**src/include/afe_config.svh**
```systemverilog
`ifndef AFE_CONFIG_SVH
`define AFE_CONFIG_SVH

//////////////////////////////////////////////////
// Data path widths
//////////////////////////////////////////////////

// Raw ADC word, two reserved LSBs included
`define AFE_ADC_RAW_W 16

// Sample and DAC code width
`define AFE_SAMPLE_W 14

//////////////////////////////////////////////////
// Channels and reset timing
//////////////////////////////////////////////////

`define AFE_NUM_CH 2     // Interleaver handles two only

// Cycles of data path reset kept after PLL lock
`define AFE_RST_HOLD 64

`endif

```
**src/hdl/afe_pkg.sv**
```systemverilog
`include "afe_config.svh"

package afe_pkg;

  //////////////////////////////////////////////////
  // Sample types
  //////////////////////////////////////////////////

  // Raw word from the ADC pins
  typedef logic [`AFE_ADC_RAW_W-1:0] adc_raw_t;

  typedef logic signed [`AFE_SAMPLE_W-1:0] sample_t;   // Two's complement
  typedef logic signed [`AFE_SAMPLE_W:0]   mix_sum_t;  // One guard bit for the sum

  // Negative slope, offset binary
  typedef logic [`AFE_SAMPLE_W-1:0] dac_code_t;

  // Bit 0 ADC loopback, bit 1 DAC loopback
  typedef logic [1:0] loop_sel_t;

  //////////////////////////////////////////////////
  // Reset sequencer FSM
  //////////////////////////////////////////////////

  typedef enum logic [1:0] {
    RST_WAIT_LOCK,  // PLL not locked
    RST_HOLD,       // Locked, counting out the hold
    RST_RUN         // Data path released
  } rst_state_t;

endpackage

```
**src/hdl/adc_frontend.sv**
```systemverilog
`timescale 1ns/1ps

`include "afe_config.svh"

module adc_frontend (
  input  logic              adc_clk,
  input  logic              rst_n_i,
  input  afe_pkg::adc_raw_t adc_raw_i [`AFE_NUM_CH],  // From ADC pins
  input  logic              loop_adc_i,               // Take mixer outputs instead
  input  afe_pkg::sample_t  mix_smp_i [`AFE_NUM_CH],
  output afe_pkg::sample_t  adc_smp_o [`AFE_NUM_CH]   // Two's complement samples
);

  localparam int RAW_W = `AFE_ADC_RAW_W;
  localparam int LSB   = `AFE_ADC_RAW_W - `AFE_SAMPLE_W;  // Reserved low bits

  afe_pkg::sample_t adc_conv [`AFE_NUM_CH];

  //////////////////////////////////////////////////
  // Code conversion
  //////////////////////////////////////////////////

  // Negative slope offset binary to two's complement:
  // keep MSB, flip the rest
  for (genvar ch = 0; ch < `AFE_NUM_CH; ch++) begin : g_conv
    assign adc_conv[ch] = {adc_raw_i[ch][RAW_W-1],    // Sign as is
                           ~adc_raw_i[ch][RAW_W-2:LSB]};  // Magnitude inverted
  end

  //////////////////////////////////////////////////
  // Sample register
  //////////////////////////////////////////////////

  always_ff @(posedge adc_clk or negedge rst_n_i) begin
    if (!rst_n_i) begin
      for (int ch = 0; ch < `AFE_NUM_CH; ch++) begin
        adc_smp_o[ch] <= '0;
      end
    end else begin
      for (int ch = 0; ch < `AFE_NUM_CH; ch++) begin
        // Loopback ignores the pins entirely
        adc_smp_o[ch] <= loop_adc_i ? mix_smp_i[ch] : adc_conv[ch];
      end
    end
  end

endmodule

```
**src/hdl/afe_reset_seq.sv**
```systemverilog
`timescale 1ns/1ps

`include "afe_config.svh"

module afe_reset_seq (
  input  logic adc_clk,
  input  logic arst_n_i,
  input  logic pll_locked_i,
  output logic dp_rst_n_o,    // Data path reset, active low
  output logic dac_rst_o      // DAC reset, active high
);

  localparam int CNT_W = $clog2(`AFE_RST_HOLD + 1);

  afe_pkg::rst_state_t state_q;
  logic [CNT_W-1:0]    hold_cnt;

  //////////////////////////////////////////////////
  // Lock wait and hold FSM
  //////////////////////////////////////////////////

  always_ff @(posedge adc_clk or negedge arst_n_i) begin
    if (!arst_n_i) begin
      state_q    <= afe_pkg::RST_WAIT_LOCK;
      hold_cnt   <= '0;
      dp_rst_n_o <= 1'b0;
    end else if (!pll_locked_i) begin  // Lock lost, start over
      state_q    <= afe_pkg::RST_WAIT_LOCK;
      hold_cnt   <= '0;
      dp_rst_n_o <= 1'b0;
    end else begin
      case (state_q)
        afe_pkg::RST_WAIT_LOCK: begin
          state_q  <= afe_pkg::RST_HOLD;  // Lock seen this cycle
          hold_cnt <= '0;
        end
        afe_pkg::RST_HOLD: begin
          if (hold_cnt == CNT_W'(`AFE_RST_HOLD - 1)) begin
            state_q    <= afe_pkg::RST_RUN;
            dp_rst_n_o <= 1'b1;          // Release after full hold
          end else begin
            hold_cnt <= hold_cnt + 1'b1;
          end
        end
        default: ;  // RST_RUN, stay until lock drops
      endcase
    end
  end

  // DAC reset lags the data path by one cycle
  always_ff @(posedge adc_clk or negedge arst_n_i) begin
    if (!arst_n_i) dac_rst_o <= 1'b1;
    else           dac_rst_o <= ~dp_rst_n_o;
  end

  // Hold counter stays in range
  a_hold_cnt_range: assert property (@(posedge adc_clk) disable iff (!arst_n_i)
    hold_cnt <= CNT_W'(`AFE_RST_HOLD))
    else $error("reset hold counter out of range: %0d", hold_cnt);

endmodule

```
**src/hdl/afe_top.sv**
```systemverilog
`timescale 1ns/1ps

`include "afe_config.svh"

module afe_top (
  input  logic               adc_clk,
  input  logic               arst_n_i,
  input  logic               pll_locked_i,
  input  afe_pkg::loop_sel_t loop_sel_i,               // [0] ADC loop, [1] DAC loop
  input  afe_pkg::adc_raw_t  adc_raw_i [`AFE_NUM_CH],
  input  afe_pkg::sample_t   gen_smp_i [`AFE_NUM_CH],  // Generator samples
  input  afe_pkg::sample_t   ctl_smp_i [`AFE_NUM_CH],  // Controller samples
  output afe_pkg::sample_t   adc_o     [`AFE_NUM_CH],
  output afe_pkg::dac_code_t dac_dat_o,
  output logic               dac_sel_o,
  output logic               dac_rst_o
);

  logic             dp_rst_n;                 // Data path reset
  afe_pkg::sample_t adc_smp [`AFE_NUM_CH];
  afe_pkg::sample_t mix_smp [`AFE_NUM_CH];

  //////////////////////////////////////////////////
  // Reset
  //////////////////////////////////////////////////

  afe_reset_seq afe_reset_seq_inst (
    .adc_clk      (adc_clk),
    .arst_n_i     (arst_n_i),
    .pll_locked_i (pll_locked_i),
    .dp_rst_n_o   (dp_rst_n),
    .dac_rst_o    (dac_rst_o)
  );

  //////////////////////////////////////////////////
  // ADC side
  //////////////////////////////////////////////////

  adc_frontend adc_frontend_inst (
    .adc_clk    (adc_clk),
    .rst_n_i    (dp_rst_n),
    .adc_raw_i  (adc_raw_i),
    .loop_adc_i (loop_sel_i[0]),
    .mix_smp_i  (mix_smp),      // ADC loopback source
    .adc_smp_o  (adc_smp)
  );

  assign adc_o = adc_smp;

  //////////////////////////////////////////////////
  // Mixers, one per channel
  //////////////////////////////////////////////////

  for (genvar ch = 0; ch < `AFE_NUM_CH; ch++) begin : g_mix
    channel_mixer channel_mixer_inst (
      .adc_clk   (adc_clk),
      .rst_n_i   (dp_rst_n),
      .gen_smp_i (gen_smp_i[ch]),
      .ctl_smp_i (ctl_smp_i[ch]),
      .mix_smp_o (mix_smp[ch])
    );
  end

  //////////////////////////////////////////////////
  // DAC side
  //////////////////////////////////////////////////

  dac_interleaver dac_interleaver_inst (
    .adc_clk    (adc_clk),
    .rst_n_i    (dp_rst_n),
    .loop_dac_i (loop_sel_i[1]),
    .mix_smp_i  (mix_smp),
    .adc_smp_i  (adc_smp),      // DAC loopback source
    .dac_dat_o  (dac_dat_o),
    .dac_sel_o  (dac_sel_o)
  );

endmodule

```
**src/hdl/channel_mixer.sv**
```systemverilog
`timescale 1ns/1ps

`include "afe_config.svh"

module channel_mixer (
  input  logic             adc_clk,
  input  logic             rst_n_i,
  input  afe_pkg::sample_t gen_smp_i,  // Generator sample
  input  afe_pkg::sample_t ctl_smp_i,  // Controller sample
  output afe_pkg::sample_t mix_smp_o   // Saturated sum
);

  localparam int W       = `AFE_SAMPLE_W;
  localparam int SMP_MAX = 2 ** (W - 1) - 1;
  localparam int SMP_MIN = -(2 ** (W - 1));

  afe_pkg::mix_sum_t mix_sum;
  afe_pkg::sample_t  mix_sat;
  logic              sat_ovf;

  // Full precision sum, sign extended
  assign mix_sum = afe_pkg::mix_sum_t'(gen_smp_i) + afe_pkg::mix_sum_t'(ctl_smp_i);

  // Guard bit disagrees with MSB on overflow
  assign sat_ovf = mix_sum[W] ^ mix_sum[W-1];

  // Clamp toward the sign of the true sum
  assign mix_sat = sat_ovf ? {mix_sum[W], {(W-1){~mix_sum[W]}}} : mix_sum[W-1:0];

  always_ff @(posedge adc_clk or negedge rst_n_i) begin
    if (!rst_n_i) mix_smp_o <= '0;
    else          mix_smp_o <= mix_sat;
  end

  // Arithmetic clamp for cross-checking the bit slicing
  function automatic afe_pkg::sample_t ref_clamp(input int s);
    int c;
    c = s;
    if (c > SMP_MAX) c = SMP_MAX;
    if (c < SMP_MIN) c = SMP_MIN;
    return afe_pkg::sample_t'(c);
  endfunction

  // Output is last cycle's clamped sum
  a_mix_sat: assert property (@(posedge adc_clk) disable iff (!rst_n_i)
    $past(rst_n_i) |->
      mix_smp_o == ref_clamp(int'($past(gen_smp_i)) + int'($past(ctl_smp_i))))
    else $error("mixer output %0d does not match clamped sum", mix_smp_o);

endmodule

```
**src/hdl/dac_interleaver.sv**
```systemverilog
`timescale 1ns/1ps

`include "afe_config.svh"

module dac_interleaver (
  input  logic               adc_clk,
  input  logic               rst_n_i,
  input  logic               loop_dac_i,               // Send ADC samples to DAC
  input  afe_pkg::sample_t   mix_smp_i [`AFE_NUM_CH],
  input  afe_pkg::sample_t   adc_smp_i [`AFE_NUM_CH],
  output afe_pkg::dac_code_t dac_dat_o,                // Shared DAC bus
  output logic               dac_sel_o                 // High ch0, low ch1
);

  localparam int W = `AFE_SAMPLE_W;

  afe_pkg::sample_t   dac_src  [`AFE_NUM_CH];
  afe_pkg::dac_code_t dac_code [`AFE_NUM_CH];
  logic               phase_q;   // High picks ch0

  initial begin
    assert (`AFE_NUM_CH == 2)
      else $fatal(1, "DAC interleaver needs exactly two channels");
  end

  //////////////////////////////////////////////////
  // Source select and DAC encoding
  //////////////////////////////////////////////////

  for (genvar ch = 0; ch < `AFE_NUM_CH; ch++) begin : g_code
    assign dac_src[ch]  = loop_dac_i ? adc_smp_i[ch] : mix_smp_i[ch];
    // Back to negative slope code
    assign dac_code[ch] = {dac_src[ch][W-1], ~dac_src[ch][W-2:0]};
  end

  //////////////////////////////////////////////////
  // Interleave onto one bus
  //////////////////////////////////////////////////

  always_ff @(posedge adc_clk or negedge rst_n_i) begin
    if (!rst_n_i) begin
      phase_q   <= 1'b1;  // First slot after reset is ch0
      dac_sel_o <= 1'b0;
      dac_dat_o <= '0;
    end else begin
      phase_q   <= ~phase_q;
      dac_sel_o <= phase_q;                                // Select travels with data
      dac_dat_o <= phase_q ? dac_code[0] : dac_code[1];
    end
  end

  // Channel select alternates every cycle once running
  a_sel_toggle: assert property (@(posedge adc_clk) disable iff (!rst_n_i)
    $past(rst_n_i) |-> dac_sel_o != $past(dac_sel_o))
    else $error("dac_sel_o did not toggle");

endmodule

```
**config.mk**
```make
export PLATFORM = sky130hd
export DESIGN_NAME = afe_top
export DESIGN_NICKNAME = d
export VERILOG_FILES = /design/src/hdl/afe_pkg.sv /design/src/hdl/adc_frontend.sv /design/src/hdl/afe_reset_seq.sv /design/src/hdl/afe_top.sv /design/src/hdl/channel_mixer.sv /design/src/hdl/dac_interleaver.sv
export VERILOG_INCLUDE_DIRS = /design/src /design/src/include
export SDC_FILE = /design/constraint.sdc
export NUM_CORES = 1
export LEC_CHECK = 0
export ABC_AREA = 1
export BUFFER_PORTS_ARGS = -buffer_cell sky130_fd_sc_hd__clkbuf_2
export CORE_UTILIZATION = 58
export CTS_BUF_LIST = sky130_fd_sc_hd__clkbuf_8
export CTS_CLUSTER_DIAMETER = 60
export DETAILED_ROUTE_END_ITERATION = 10
export PLACE_DENSITY = 0.88
export SLEW_MARGIN = 20
export SYNTH_ARGS = -nofsm -noshare
export SYNTH_HDL_FRONTEND = slang
export SYNTH_SLANG_ARGS = --single-unit
```
**constraint.sdc**
```tcl
create_clock -name adc_clk -period 3.5 [get_ports adc_clk]
set_clock_uncertainty 0.15 [all_clocks]
set_input_delay 0.175 -clock adc_clk [delete_from_list [all_inputs] [get_ports adc_clk]]
set_output_delay 0.175 -clock adc_clk [all_outputs]
set_load 0.03 [all_outputs]
```
==> metrics.md <==
| Metric | Value |
|---|---|
| Outcome | complete, no violations |
| Slew HR | 38.3% |
| Clock-pin slew on the worst setup and hold paths | 0.07 ns |
| Reg2reg end | afe_reset_seq_inst.hold_cnt[1] |
| Final WL | 12.7 mm |
| TritonRoute pass-1 iters | 8 |
| Vias in the first global route | 4568 |
| CP max FO | 13 |
| Cts bufs inserted | 9 |
| Min cycle time layout | 2.35 ns |
| Synthesized net count | 719 |
| Synthesized instance count | 595 |
| Via count | 4691 |
| Commonest non-fill, non-tap cell in the layout | nand2_1 |
| Fraction of registers with async set/reset | 100% |
| GRT Total Usage | 31.6% |
| Worst slew pin tran | 0.925 ns |
| Largest net degree at the start of global routing | 55 |
| EDFF count, synth | 0 |
| Slew Viols, Final | 0 |
| Final setup viols | 0 |
| Min-Delay Startpoint | ctl_smp_i[14] |
| WL per Instance | 14.8 um |
| Overflow after GRT | 0 |
| Worst Setup End Kind | flop |
| CP startpoint | ctl_smp_i[0] |
| Met3 usage | 3.28% |
| Final worst-path cycle share | 67.1% |
| Post-CTS Setup Inserts | 0 |
| Max Cap Viol | 0 |
| Antenna Nets Post-Route | 0 |
| Fmax | 426 MHz |
| Row cnt | 32 |
| Peak supply drop | 212 uV |
| Antenna violations before repair | 0 |
| Final #Nets | 878 |
| YS warnings | 0 |
| Synth Register Bits | 83 |
| DRT iter0 DRCs | 342 |
| Predominant post-synthesis flop cell | dfrtp_1 |
| CP required | 3.58 ns |
| Busiest grt layer | met2 |
| Reg2reg start | afe_reset_seq_inst.hold_cnt[0] |
| Setup Crit Path Kind | input pin to flop |
| IO Pins | 137 |
| Hold Crit Class | input pin to flop |
| Die X | 92.5 um |
| Library cells used by synthesis | 34 |
| Vias/cell | 5.45 |
| CP Capture Point | g_mix[1].channel_mixer_inst.mix_smp_o[10] |
| Final Hold Violating Endpoints | 0 |
| Clock sink count | 83 |
| H-tree Lvls | 3 |
| GRT met1 Usage | 40.0% |
| Core area | 7810 um^2 |
| Cell area after synthesis | 4750 um^2 |
| Gpl congestion | 0.905 |
| Syn_area_per_cell | 7.98 um^2 |
| R2R setup slack | 1.50 ns |
| Share of cells above drive strength 1 | 22.9% |
| RSZ-0062 raised after global routing | false |
| Post-synthesis sequential area ratio | 43.8% |
| Largest cells by area after synthesis | dfrtp_1, nand2_1, ha_1, a21oi_1, inv_1 |
| Layout Utilization | 76.6% |
| Synth top area share | 42.7% |
| DRC | 0 |
| PwrDens | 470 nW/um^2 |
| First-pass GRT wire length | 21.0 mm |
| R2R cell count | 9 |
| Starting Density | 60.8% |
| Met2 GRT Util | 53.8% |
| Die Span Y | 92.5 um |
| # port buffers | 132 |
| Cell accounting for the most synthesized area | dfrtp_1 |
| DIE AREA | 8550 um^2 |
| Hpwl dp | 8.91 mm |
| Total negative slack | 0 ns |
| Clk root buf | clkbuf_8 |
| Worst-Skew Late Latency | 0.36 ns |
| Most frequent cells in the layout | nand2_1, clkbuf_2, dfrtp_1 |
| Clock buffer depth | 2 |
| Worst EP arrival | 2.43 ns |
| LEAKAGE | 3.32 nW |
| CTS tree | built |
| Worst Setup Start Kind | input pin |
| Area growth syn-to-layout | 25.9% |
| ANT cells | 0 |
what timing repair did:
action,CTS,global route
hold endpoints to repair,42,0
hold buffers,32,0
resized for setup,0,0
worst min path at each step:
stage                                          endpoint  slack (ns)  cells past startpoint
6_report       g_mix[0].channel_mixer_inst.mix_smp_o[0]        0.05                      4
5_1_grt        g_mix[0].channel_mixer_inst.mix_smp_o[0]        0.05                      4
4_1_cts        g_mix[0].channel_mixer_inst.mix_smp_o[0]        0.03                      4
3_5_place_dp             afe_reset_seq_inst.hold_cnt[4]       -0.09                      1
3_3_place_gp             afe_reset_seq_inst.hold_cnt[4]       -0.09                      1
2_1_floorplan             afe_reset_seq_inst.dp_rst_n_o       -0.27                      0
cell families (layout without fill, tap and decap cells):
| kind of cell | Yosys count | count (layout) | synth area share [%] |
|---|---|---|---|
| AOI/OAI and AO/OA | 87 | 87 | 10.9 |
| adders and majority gates | 31 | 31 | 8.48 |
| DFF | 83 | 83 | 43.8 |
| buffers and inverters | 64 | 228 | 5.56 |
| muxes | 2 | 2 | 0.474 |
| xor gates and xnor gates | 20 | 20 | 3.69 |
| and+or+nand+nor | 308 | 308 | 27.1 |
metal layers:
| metal | routed length [um] | share of wire [%] |
|---|---|---|
| met1 | 5060 | 40 |
| met4 | 398 | 3.1 |
| met3 | 999 | 7.8 |
| met5 | 0 | 0 |
| met2 | 6280 | 49 |
registers in the layout (all words and copies together) (netlist names):
signal                              count
dac_interleaver_inst.dac_sel_o          1
dac_interleaver_inst.phase_q            1
dac_interleaver_inst.dac_dat_o         14
afe_reset_seq_inst.state_q              2
adc_frontend_inst.adc_smp_o            28
afe_reset_seq_inst.hold_cnt             7
afe_reset_seq_inst.dac_rst_o            1
g_mix.channel_mixer_inst.mix_smp_o     28
afe_reset_seq_inst.dp_rst_n_o           1
final cells by class:
type	count	area, um^2
Tap cell	102	128
Fill cell	563	1830
Timing Repair Buffer	165	988
Inverter	47	176
Multi-Input combinational cell	448	2410
Clock inverter	6	65.1
Sequential cell	83	2080
Clock buffer	10	138
cells in the mapped netlist, types with 3 or more instances:
library cell / count
xnor2_1: 4
a21oi_1: 35
nand3_1: 32
xor2_1: 16
o21bai_1: 4
nand4_1: 3
buf_1: 4
inv_1: 45
or2_2: 5
nor2_1: 30
o21ai_0: 32
ha_1: 29
nand2_2: 7
clkbuf_1: 8
dfrtp_1: 81
nand2_1: 218
a32o_1: 13
through the flow:
stage / hold slack [ns] / power [mW] / std cells / instance area, um^2 / setup slack (ns)
2_1_floorplan: -0.271 / 1.82 / 595 / 4750 / 1.05
3_3_place_gp: -0.0937 / 2.05 / 813 / 5460 / 1.39
3_5_place_dp: -0.0884 / 2.09 / 813 / 5460 / 1.34
4_1_cts: 0.0258 / 2.79 / 861 / 5980 / 1.16
5_1_grt: 0.0493 / 2.95 / 861 / 5980 / 0.929
6_report: 0.0480 / 2.81 / 861 / 5980 / 1.15
worst max-delay path, stage by stage:
cell and delay (ns):
dlygate4sd3_1 0.54, clkbuf_2 0.10, ha_1 0.22, fa_1 0.39
nand2_1 0.10, nand2_1 0.07, nand3_1 0.08, nand2_2 0.09
nand2_1 0.10, nand3_1 0.12, nand2_2 0.13, nand2_2 0.15
nand2_1 0.11, nand2_1 0.06
power by group:
part | internal, mW | total (mW) | switching, mW
sequential | 1.14 | 1.26 | 0.119
combinational | 0.310 | 0.870 | 0.560
clock | 0.348 | 0.681 | 0.333
No activity file was read; power rests on OpenSTA's default activity.
